### src/common/rename_consts.svh
`ifndef RENAME_CONSTS_SVH
`define RENAME_CONSTS_SVH

// register file sizes of the rename block

`define ARCH_REGS   32          // rv32i integer registers x0..x31
`define PHYS_REGS   64          // physical register file entries

// free list holds every physical register not named by an architectural one
`define FREE_DEPTH  32          // PHYS_REGS - ARCH_REGS

// index widths
`define AREG_W      5           // $clog2(ARCH_REGS)
`define PREG_W      6           // $clog2(PHYS_REGS)

`endif

### src/common/rename_pkg.sv
`default_nettype none

`include "rename_consts.svh"

package rename_pkg;

    // register indices
    typedef logic [`AREG_W-1:0] areg_t;     // architectural index
    typedef logic [`PREG_W-1:0] preg_t;     // physical index

    // one rename request from decode
    typedef struct packed {
        areg_t rd;      // destination
        areg_t rs1;     // first source
        areg_t rs2;     // second source
    } rename_req_t;

    // rename result returned one cycle after acceptance
    typedef struct packed {
        preg_t prd;         // newly allocated destination, 0 for x0
        preg_t old_prd;     // previous speculative mapping of rd
        preg_t prs1;        // physical source 1
        preg_t prs2;        // physical source 2
    } rename_rsp_t;

    // retirement of one instruction
    typedef struct packed {
        areg_t rd;      // architectural destination
        preg_t prd;     // physical register it was renamed to
    } commit_t;

endpackage : rename_pkg

`default_nettype wire

### src/free_list/free_list.sv
`default_nettype none

`include "rename_consts.svh"

module free_list
    import rename_pkg::*;
(
    input  logic  clk,
    input  logic  rst,

    // dequeue side, driven by the speculative map
    input  logic  alloc,
    output preg_t alloc_preg,

    // enqueue side, driven by the committed map
    input  logic  release_valid,
    input  preg_t release_preg,

    output logic  free_empty
);

    // pointers carry one extra bit above the address so that full and
    // empty can be told apart when the address bits match
    logic [$clog2(`FREE_DEPTH):0]   head_ptr;   // next entry to hand out
    logic [$clog2(`FREE_DEPTH):0]   tail_ptr;   // next slot to fill

    preg_t                          mem [`FREE_DEPTH];

    logic                           deq;        // qualified dequeue
    logic                           enq;        // qualified enqueue

    // empty when both address and wrap bit agree
    assign free_empty = (head_ptr == tail_ptr);

    // head entry is always visible and taken by the map when it allocates
    assign alloc_preg = mem[head_ptr[$clog2(`FREE_DEPTH)-1:0]];

    assign deq = alloc && !free_empty;      // never pop an empty queue
    assign enq = release_valid;             // conservation keeps room for every release

    // pointer update
    always_ff @(posedge clk) begin
        if (rst) begin
            head_ptr <= '0;
            tail_ptr <= {1'b1, {$clog2(`FREE_DEPTH){1'b0}}};    // wrap bit set so the queue starts full
        end else begin
            if (deq) begin
                head_ptr <= head_ptr + 1'b1;
            end
            if (enq) begin
                tail_ptr <= tail_ptr + 1'b1;
            end
        end
    end

    // storage
    // after reset the list holds 32..63 in ascending order, so the
    // first allocations follow the identity-mapped registers
    always_ff @(posedge clk) begin
        if (rst) begin
            for (int i = 0; i < `FREE_DEPTH; i++) begin
                mem[i] <= preg_t'(`ARCH_REGS + i);
            end
        end else if (enq) begin
            mem[tail_ptr[$clog2(`FREE_DEPTH)-1:0]] <= release_preg;
        end
    end

endmodule : free_list

`default_nettype wire

### src/rename/rename_map.sv
`default_nettype none

`include "rename_consts.svh"

module rename_map
    import rename_pkg::*;
(
    input  logic        clk,
    input  logic        rst,

    // request side
    input  logic        rename_valid,
    input  rename_req_t rename_req,
    output logic        rename_stall,

    // response side
    output logic        rsp_valid,
    output rename_rsp_t rename_rsp,

    // free list
    output logic        alloc,
    input  preg_t       alloc_preg,
    input  logic        free_empty
);

    preg_t       spec_map [`ARCH_REGS];     // speculative architectural to physical map
    logic        accept;                    // request taken this cycle
    logic        rd_nz;                     // destination is not x0
    rename_rsp_t rsp_d;

    assign rd_nz = (rename_req.rd != '0);

    // only a real destination needs a free register
    assign rename_stall = free_empty && rd_nz;
    assign accept       = rename_valid && !rename_stall;
    assign alloc        = accept && rd_nz;

    // lookups read the table before this request's write lands,
    // so rs1 == rd sees the older mapping
    always_comb begin
        rsp_d.prs1    = (rename_req.rs1 == '0) ? '0 : spec_map[rename_req.rs1];
        rsp_d.prs2    = (rename_req.rs2 == '0) ? '0 : spec_map[rename_req.rs2];
        rsp_d.old_prd = rd_nz ? spec_map[rename_req.rd] : '0;
        rsp_d.prd     = rd_nz ? alloc_preg : '0;    // x0 is never renamed
    end

    // map table
    always_ff @(posedge clk) begin
        if (rst) begin
            for (int i = 0; i < `ARCH_REGS; i++) begin
                spec_map[i] <= preg_t'(i);          // identity map
            end
        end else if (alloc) begin
            spec_map[rename_req.rd] <= alloc_preg;
        end
    end

    // response valid
    always_ff @(posedge clk) begin
        if (rst) begin
            rsp_valid <= 1'b0;
        end else begin
            rsp_valid <= accept;
        end
    end

    // response payload only loaded on acceptance
    always_ff @(posedge clk) begin
        if (accept) begin
            rename_rsp <= rsp_d;
        end
    end

endmodule : rename_map

`default_nettype wire

### src/rename/commit_map.sv
`default_nettype none

`include "rename_consts.svh"

module commit_map
    import rename_pkg::*;
(
    input  logic    clk,
    input  logic    rst,

    // retirement strobe
    input  logic    commit_valid,
    input  commit_t commit,

    // superseded register back to the free list
    output logic    release_valid,
    output preg_t   release_preg
);

    preg_t arch_map [`ARCH_REGS];   // committed architectural state

    // the entry being overwritten is no longer reachable once this
    // instruction retires, so it can be recycled right away
    assign release_valid = commit_valid && (commit.rd != '0);
    assign release_preg  = arch_map[commit.rd];

    always_ff @(posedge clk) begin
        if (rst) begin
            for (int i = 0; i < `ARCH_REGS; i++) begin
                arch_map[i] <= preg_t'(i);          // same identity as the speculative map
            end
        end else if (release_valid) begin
            arch_map[commit.rd] <= commit.prd;      // x0 entry never written
        end
    end

endmodule : commit_map

`default_nettype wire

### src/hdl/rename_unit.sv
`default_nettype none

module rename_unit
    import rename_pkg::*;
(
    input  logic        clk,
    input  logic        rst,

    // rename port
    input  logic        rename_valid,
    input  rename_req_t rename_req,
    output logic        rename_stall,
    output logic        rsp_valid,
    output rename_rsp_t rename_rsp,

    // commit port
    input  logic        commit_valid,
    input  commit_t     commit
);

    logic  alloc;           // map takes the head of the free list
    preg_t alloc_preg;
    logic  free_empty;
    logic  release_valid;   // committed map frees a register
    preg_t release_preg;

    rename_map rename_map_i (
        .clk          (clk),
        .rst          (rst),
        .rename_valid (rename_valid),
        .rename_req   (rename_req),
        .rename_stall (rename_stall),
        .rsp_valid    (rsp_valid),
        .rename_rsp   (rename_rsp),
        .alloc        (alloc),
        .alloc_preg   (alloc_preg),
        .free_empty   (free_empty)
    );

    free_list free_list_i (
        .clk           (clk),
        .rst           (rst),
        .alloc         (alloc),
        .alloc_preg    (alloc_preg),
        .release_valid (release_valid),
        .release_preg  (release_preg),
        .free_empty    (free_empty)
    );

    commit_map commit_map_i (
        .clk           (clk),
        .rst           (rst),
        .commit_valid  (commit_valid),
        .commit        (commit),
        .release_valid (release_valid),
        .release_preg  (release_preg)
    );

endmodule : rename_unit

`default_nettype wire

### config.mk
export PLATFORM = sky130hd
export DESIGN_NAME = rename_unit
export DESIGN_NICKNAME = d
export VERILOG_FILES = /design/src/common/rename_pkg.sv /design/src/free_list/free_list.sv /design/src/rename/rename_map.sv /design/src/rename/commit_map.sv /design/src/hdl/rename_unit.sv
export VERILOG_INCLUDE_DIRS = /design/src /design/src/common
export SDC_FILE = /design/constraint.sdc
export NUM_CORES = 1
export LEC_CHECK = 0
export BUFFER_PORTS_ARGS = -buffer_cell sky130_fd_sc_hd__buf_2
export CORE_ASPECT_RATIO = 0.9
export CORE_MARGIN = 2
export CORE_UTILIZATION = 40
export CTS_CLUSTER_SIZE = 28
export DETAILED_ROUTE_END_ITERATION = 16
export GPL_ROUTABILITY_DRIVEN = 1
export GPL_TIMING_DRIVEN = 0
export PLACE_DENSITY = 0.53
export SLEW_MARGIN = 20
export SYNTH_ARGS = -nofsm -noshare
export SYNTH_HDL_FRONTEND = slang
export SYNTH_SLANG_ARGS = --single-unit
### constraint.sdc
create_clock -name clk -period 4.5 [get_ports clk]
set_input_delay 0.9 -clock clk [delete_from_list [all_inputs] [get_ports clk]]
set_output_delay 0.9 -clock clk [all_outputs]
set_load 0.02 [all_outputs]
Yosys cells after proc, flatten, opt, wreduce, memory -nomap -nowiden
Memories as Yosys holds them, arrays and structs flattened. A register that Yosys moved wholly into a read port is not among the register bits.
Cells that the tools add are included.
{"block": "op_classes", "mux": 19, "eq_ne": 1, "n_addsub": 2, "n_reduce_logical": 15}
{"op": "$mux 5", "count": 5}
{"op": "$mux 6", "count": 3}
{"op": "$reduce_or 6->1", "count": 3}
{"op": "$add 6x1->6 const B", "count": 2}
{"op": "$mux 1", "count": 11}
{"op": "$logic_not 5->1", "count": 2}
{"op": "$reduce_bool 5->1", "count": 2}
{"op": "$eq 6x6->1", "count": 1}
{"op": "$logic_and 1x1->1", "count": 5}
{"op": "$logic_not 1->1", "count": 3}
{"block": "word_totals", "out_inout_bits": 26, "mem_count": 3, "mem_bits_rw": 576, "register_bits": 19}
{"memory": "commit_map_i.arch_map", "depth": 32, "word_bits": 6, "read_ports": 1, "rd_ports_with_merged_regs": 0, "wr": 32, "line_no": "commit_map.sv:20", "source": "preg_t arch_map [`ARCH_REGS];"}
{"memory": "free_list_i.mem", "depth": 32, "word_bits": 6, "read_ports": 1, "rd_ports_with_merged_regs": 1, "wr": 32, "line_no": "free_list.sv:27", "source": "preg_t mem [`FREE_DEPTH];"}
{"memory": "rename_map_i.spec_map", "depth": 32, "word_bits": 6, "read_ports": 3, "rd_ports_with_merged_regs": 3, "wr": 32, "line_no": "rename_map.sv:26", "source": "preg_t spec_map [`ARCH_REGS];"}

Depth between registers and ports, before layout
Gate-level depths: netlist of run 1.
{"block": "depth", "ltp_word": 10, "ltp_mapped": 10}

By module
From an unflattened synthesis of run 1, not the netlist that was laid out.
{"block": "hier_totals", "hier_cells": 2277, "area_unflattened_um2": 31846.8}
{"mod": "rename_map", "cells_each": 912, "area_per_inst_um2": 13026.2, "seq_area_each_um2": 6506.2, "n_inst": 1}
{"mod": "free_list", "cells_each": 668, "area_per_inst_um2": 9624.2, "seq_area_each_um2": 6105.9, "n_inst": 1}
{"mod": "commit_map", "cells_each": 697, "area_per_inst_um2": 9196.3, "seq_area_each_um2": 5765.5, "n_inst": 1}

Worst setup path before layout of run 1
OpenSTA, ideal clock, no wires.
{"block": "synth_timing", "path_type": "input-to-reg", "startpoint": "input port rename_req[12] (netlist name)", "endpoint": "register rename_map_i.rename_rsp[0] (netlist name)", "setup_time_ps": 405, "path_buffers": 1, "stages": 5, "path_slack_ps": 921, "t_required_ps": 4095, "t_arrival_ps": 3174, "path_cell_list": "clkbuf_1 > nor2_1 > nor4b_1 > nor2_1 > nor2_1"}
{"block": "synth_via", "elab_chain_cells": 4}
{"item": "start, declared", "line_no": "rename_unit.sv:11", "source": "input rename_req_t rename_req,"}
{"item": "$reduce_bool 5->1", "line_no": "rename_map.sv:31", "source": "assign rd_nz = (rename_req.rd != '0);"}
{"item": "$logic_and 1x1->1", "line_no": "rename_map.sv:34", "source": "assign rename_stall = free_empty && rd_nz;"}
{"item": "via rename_stall", "line_no": "rename_unit.sv:12", "source": "output logic rename_stall,"}
{"item": "$logic_not 1->1", "line_no": "rename_map.sv:35", "source": "assign accept = rename_valid && !rename_stall;"}
{"item": "$logic_and 1x1->1", "line_no": "rename_map.sv:35"}
{"item": "via rename_map_i.accept", "line_no": "rename_map.sv:27", "source": "logic accept;"}
The timed path passes the listed nets, and every way through them passes these cells.
A chain may end at the register's enable or synchronous reset.

Worst setup path after layout of run 1
{"block": "layout_timing", "startpoint": "input port rename_req[11] (netlist name)", "endpoint": "register rename_map_i.rename_rsp[15] (netlist name)"}
{"block": "layout_via", "elab_chain_cells": 4, "word_cells_on_any_way": 5, "cone_classes": "reduce/logical: 5"}
{"item": "$reduce_bool 5->1", "line_no": "rename_map.sv:31"}
{"item": "$logic_and 1x1->1", "line_no": "rename_map.sv:34"}
{"item": "$logic_not 1->1", "line_no": "rename_map.sv:35"}
{"item": "$logic_and 1x1->1", "line_no": "rename_map.sv:35"}
Parallel ways exist; a longest one is shown, timed or not.

==> results of run 1 <==
Yosys cell counts, drive strengths merged (8+ instances only):
cell type / instances / area share, %
a211oi: 19 / 0.47
a21oi: 77 / 1.2
a22o: 9 / 0.25
a22oi: 58 / 1.4
a31oi: 11 / 0.22
and2: 121 / 2.4
and3: 19 / 0.37
and4: 8 / 0.22
buf: 106 / 2.1
clkbuf: 108 / 1.3
dfxtp: 18 / 1.1
edfxtp: 600 / 57
mux2i: 228 / 7.2
mux4: 130 / 9.3
nand2: 239 / 2.8
nand2b: 85 / 1.7
nand3: 54 / 0.85
nand3b: 8 / 0.19
nand4: 20 / 0.39
nor2: 233 / 2.8
nor2b: 15 / 0.30
nor3: 26 / 0.49
nor4: 8 / 0.25
o221ai: 11 / 0.30
o22ai: 40 / 0.79
or2: 48 / 0.95
or3: 73 / 1.4
layout by cell type, fill, tap and decap left out, types with 25 or more instances in the layout:
| cell | count |
|---|---|
| a21oi_1 | 76 |
| a22oi_1 | 58 |
| and2_1 | 116 |
| buf_2 | 111 |
| buf_4 | 25 |
| clkbuf_1 | 120 |
| clkbuf_16 | 74 |
| edfxtp_1 | 600 |
| mux2i_1 | 228 |
| mux4_2 | 122 |
| nand2_1 | 239 |
| nand2b_1 | 85 |
| nand3_1 | 54 |
| nor2_1 | 230 |
| o22ai_1 | 40 |
| or2_2 | 48 |
| or3_1 | 73 |
through the flow:
stage / utilization, % / instances / hold slack (ps) / power (uW) / TNS [ps]
3_5_place_dp: 42.6 / 3554 / 516 / 8510 / 0
2_1_floorplan: - / 2469 / 488 / 7670 / 0
6_report: 45.6 / 3684 / 534 / 14300 / 0
3_3_place_gp: 42.6 / 3553 / 512 / 8500 / -24980
4_1_cts: 45.6 / 3683 / 532 / 14300 / 0
5_1_grt: 45.6 / 3683 / 585 / 14600 / 0
state kept, by name, summed over array words and instances (netlist names), named ones only:
register	flops
commit_map_i.arch_map	192
free_list_i.head_ptr	6
free_list_i.mem	192
free_list_i.tail_ptr	6
rename_map_i.rename_rsp	24
rename_map_i.rsp_valid	1
rename_map_i.spec_map	192
final timing paths:
check | end | slack [ps] | startpoint | cells after the start
worst max register to register | rename_map_i.rename_rsp[22] | 420 | register | 7
worst min register to register | free_list_i.tail_ptr[5] | 530 | free_list_i.tail_ptr[5] | 2
worst min-delay path | free_list_i.tail_ptr[5] | 530 | free_list_i.tail_ptr[5] | 2
worst max-delay path | rename_map_i.rename_rsp[15] | 390 | rename_req[11] | 8
routing by layer:
metal / up-vias / GRT usage (%) / part of all wire [%] / wire [um]
met4: 2 / 7.82 / 2.7 / 3270
li1: 9536 / - / - / -
met5: - / 0 / 0.011 / 13
met2: 1417 / 42.3 / 42 / 51300
met3: 188 / 7.76 / 11 / 13800
met1: 11700 / 44.8 / 44 / 53100
layout make-up:
type                            count  area, um2
Antenna cell                        1       2.50
Buffer                            214       1060
Clock buffer                       91       1950
Clock inverter                     38        348
Fill cell                        7206      42500
Inverter                            6       22.5
Multi-Input combinational cell   1631      12300
Sequential cell                   618      18400
Tap cell                         1039       1300
Timing Repair Buffer               46        253
power by group:
| group | internal (uW) | switching, uW |
|---|---|---|
| clock network | 3320 | 2520 |
| registers | 6510 | 99.1 |
| logic | 506 | 1340 |
logic make-up after synthesis:
group           Yosys count  share of synthesized area, %
buf+inv                 220                          3.41
flops                   618                          57.9
compound gates          254                          5.47
xor+xnor                 12                         0.331
mux                     364                          16.7
simple gates            984                          15.9
other cells               1                        0.0118
fa+ha+maj                 5                         0.197
worst reg2reg max path, stage by stage (launching register included):
cell      delay (ps)
dfxtp_1          400
buf_2            400
buf_2            410
mux2i_1          290
a22oi_1          100
a31oi_1          940
clkbuf_1         850
a21oi_1          350
==> results.py, run 1 <==
metrics = {
    "synthesis": {
        "yosysSeqAreaShare_pct": 57.9,
        "synth_area_mm2": 0.0317,
        "synth.distinct_cells": 76,
        "ys.flop_type": "edfxtp_1",
        "syn_area_per_cell_um2": 12.9,
        "ys_ff_latch": 618,
        "synth-edff-count": 600,
        "async_flop_share_pct": 0,
        "synth_cells": 2458,
        "ys_warn_count": 0,
    },
    "routing": {
        "wirelength_mm": 121,
        "first_pass_iters": 6,
        "drtAntennaViolNets": 0,
        "detail_route.wl_per_cell_um": 33.0,
        "dr.first_iter.drc_count": 3231,
        "vias_per_cell": 6.21,
        "via_count": 22900,
        "drc": 0,
    },
    "clock_tree": {
        "cts_tree": "yes",
        "root_buffer": "clkbuf_16",
        "clk_path_buf_depth": 3,
        "cts_setup_buffers": 0,
        "clock_sinks": 618,
        "htreeDepth": 3,
        "cts_hold_buf": 0,
        "clock_latency_ps": 640,
        "numCtsBuffers": 72,
        "cts.clk_slew.worst_paths_ps": 60,
        "cts_resized": 0,
    },
    "critical_path": {
        "cp_num_buf_inv": 4,
        "cp_top_family": "buffers and inverters",
        "critPathMaxFanout": 10,
        "slowest_stage": "nor3_1",
        "start_kind": "input port",
        "worstSetupEndpointType": "register",
        "slowest_delay_ps": 750,
        "critPathKind": "in2reg",
        "cp.arrival_ps": 4400,
        "path_cells": "buf_2 > buf_2 > buf_2 > buf_2 > mux2i_1 > o22ai_1 > nor3_1 > a31oi_1",
        "required_ps": 4800,
        "cp_common_cell": "buf_2",
    },
    "sta": {
        "min_period_ps": 4110,
        "setup_viol": 0,
        "setup_ws_ps": 394,
        "rsz0062_at_grt": "no",
        "max_freq_ghz": 0.244,
        "slew-limit-headroom_pct": 15.2,
        "hold_viol": 0,
        "period_share_pct": 91.3,
        "slew_viol_final": 0,
        "finClkSkew_ps": 33.0,
        "timing_worst_slew_pin_value_ps": 1270,
    },
    "global_routing": {
        "grt_pass1_wl_mm": 170,
        "overflow": 0,
        "track_usage_pct": 29.7,
        "antenna_found_initial": 5,
        "grt_pass1_vias": 22200,
        "grt_max_degree": 19,
    },
    "placement": {
        "gp_congestion": 1.02,
        "place_hpwl_mm": 88.9,
        "post-place-ws_ps": 22.0,
        "place_area_mm2": 0.0333,
        "port_buffers": 45,
    },
    "outcome": {
        "status": "finished, final reports clean",
    },
    "floorplan": {
        "chipHeight_um": 271,
        "io_pins": 56,
        "std_cell_rows": 97,
        "coreArea_mm2": 0.0782,
        "die_w_um": 301,
        "dieArea_mm2": 0.0816,
        "initial_core_util_pct": 40.6,
    },
    "power_and_ir_drop": {
        "p_leak_uw": 0.0115,
        "peakVddDrop_uv": 333,
        "p_per_area_mw_per_mm2": 401,
    },
    "worst_hold_path": {
        "hp-class": "reg2reg",
    },
    "flow_run": {
        "max_cap_viol_count": 0,
    },
    "final_layout": {
        "layout-drive-gt1-share_pct": 17.4,
        "nNetsFinal": 2624,
        "area_growth_pct": 12.3,
        "fin_area_mm2": 0.0356,
    },
}
Note: power is estimated with default switching activity, not from simulation.
==> inputs of run 2 (changes only) <==
CTS_BUF_LIST = sky130_fd_sc_hd__clkbuf_8   (was not set)
==> results.py, run 2 (synthesis results as in run 1) <==
metrics = {
    "routing": {
        "drtAntennaViolNets": 0,
        "dr.first_iter.drc_count": 2950,
        "vias_per_cell": 6.09,
        "via_count": 22900,
        "wirelength_mm": 122,
        "detail_route.wl_per_cell_um": 32.4,
        "drc": 0,
        "first_pass_iters": 5,
    },
    "global_routing": {
        "track_usage_pct": 29.7,
        "overflow": 0,
        "grt_pass1_wl_mm": 170,
        "grt_pass1_vias": 22500,
        "antenna_found_initial": 8,
        "grt_max_degree": 19,
    },
    "sta": {
        "slew_viol_final": 0,
        "finClkSkew_ps": 58.0,
        "hold_viol": 0,
        "timing_worst_slew_pin_value_ps": 1330,
        "max_freq_ghz": 0.245,
        "slew-limit-headroom_pct": 11.3,
        "final.setup.tns_ps": 0,
        "min_period_ps": 4070,
        "holdWs_ps": 503,
        "setup_ws_ps": 426,
        "setup_viol": 0,
        "rsz0062_at_grt": "no",
        "period_share_pct": 90.5,
    },
    "floorplan": {
        "dieArea_mm2": 0.0816,
        "chipHeight_um": 271,
        "coreArea_mm2": 0.0782,
        "die_w_um": 301,
        "io_pins": 56,
        "initial_core_util_pct": 40.6,
        "std_cell_rows": 97,
    },
    "clock_tree": {
        "clock_sinks": 618,
        "cts_tree": "yes",
        "clock_latency_ps": 750,
        "cts_setup_buffers": 0,
        "cts_resized": 0,
        "clk_path_buf_depth": 3,
        "cts.clk_slew.worst_paths_ps": 70,
        "root_buffer": "clkbuf_8",
        "htreeDepth": 3,
        "numCtsBuffers": 106,
        "cts_hold_buf": 0,
    },
    "final_layout": {
        "layout.area.seq_mm2": 0.0184,
        "layout-drive-gt1-share_pct": 18.1,
        "nNetsFinal": 2658,
        "area_growth_pct": 12.0,
        "n_fill_cell": 7230,
        "final_common_cell": "edfxtp_1",
        "fin_area_mm2": 0.0355,
        "layout_common_cells": "edfxtp_1, nand2_1, nor2_1",
        "top_regs": "commit_map_i.arch_map x192, free_list_i.mem x192, rename_map_i.spec_map x192",
        "multi_input_area_mm2": 0.0123,
    },
    "power_and_ir_drop": {
        "pwr-share-seq_pct": 47.8,
        "p_comb_share_pct": 13.3,
        "internal_power_uw": 9900,
        "clkPwrFrac_pct": 38.9,
        "p_leak_uw": 0.0116,
        "peakVddDrop_uv": 220,
        "p_per_area_mw_per_mm2": 389,
        "swShare_pct": 28.5,
        "switching_power_uw": 3940,
        "p_total_uw": 13800,
    },
    "worst_hold_path": {
        "hp-class": "in2reg",
        "holdPathStages": 2,
    },
    "critical_path": {
        "start_kind": "register",
        "r2r_cells": 7,
        "required_ps": 4900,
        "critPathMaxFanout": 10,
        "worstSetupEndpointType": "register",
        "critPathKind": "reg2reg",
        "cp.arrival_ps": 4470,
    },
    "outcome": {
        "status": "finished, final reports clean",
    },
    "placement": {
        "gp_congestion": 1.02,
        "port_buffers": 45,
        "place_area_mm2": 0.0333,
        "place_hpwl_mm": 88.9,
        "post-place-ws_ps": 22.0,
    },
    "flow_run": {
        "max_cap_viol_count": 0,
    },
}
-- run 2: cell types whose count changed in the layout (fill, tap and decap cells not counted), moves of 2 or more --
cell        delta
bufinv_16      +6
clkbuf_1      -14
clkbuf_16     -74
clkbuf_8     +107
clkinv_1      +20
clkinv_2       -5
clkinvlp_4     -2
diode_2        +3
inv_1         +31
inv_6          -2
inv_8          +2
-- run 2: final timing paths --
| path | slack, ps | from | endpoint |
|---|---|---|---|
| setup / recovery | 430 | register | rename_map_i.rename_rsp[22] |
| setup reg to reg | 430 | register | rename_map_i.rename_rsp[22] |
| hold / removal | 500 | commit[1] | commit_map_i.arch_map[31][1] |
| hold reg to reg | 530 | free_list_i.tail_ptr[5] | free_list_i.tail_ptr[5] |
-- run 2: layout make-up --
class                           instances  share of cell area (%)
Tap cell                             1039                    3.66
Clock inverter                         89                    1.91
Clock buffer                          110                    4.26
Sequential cell                       618                    51.7
Buffer                                214                    2.99
Multi-Input combinational cell       1631                    34.7
Inverter                                6                  0.0634
Antenna cell                            4                  0.0282
Timing Repair Buffer                   46                   0.711
-- run 2: power groups by stage --
| stage | sequential, uW | combinational (uW) | clock [uW] |
|---|---|---|---|
| 2_1_floorplan | 6720 | 956 | 0 |
| 3_3_place_gp | 6720 | 1770 | 0 |
| 3_5_place_dp | 6730 | 1780 | 0 |
| 4_1_cts | 6610 | 1790 | 5450 |
| 5_1_grt | 6630 | 1880 | 5670 |
| 6_report | 6610 | 1840 | 5390 |
-- run 2: critical path, stage by stage (launching register included) --
cell and delay, ps:
dfxtp_1 400, buf_2 410, buf_2 410, mux2i_1 290, a22oi_1 100, a31oi_1 970
clkbuf_1 820, a21oi_1 330
-- run 2: through the flow --
stage               util [%]  instances
floorplan                  -       2469
global placement        42.6       3553
detailed placement      42.6       3554
CTS                     45.5       3753
global route            45.5       3755
finish                  45.5       3757
-- run 2: routing by layer --
layer	global-route usage [%]	share of wire [%]
met1	44.2	44
met2	42.1	42
met3	8.46	12
met4	8.37	2.8
met5	0	0.0082
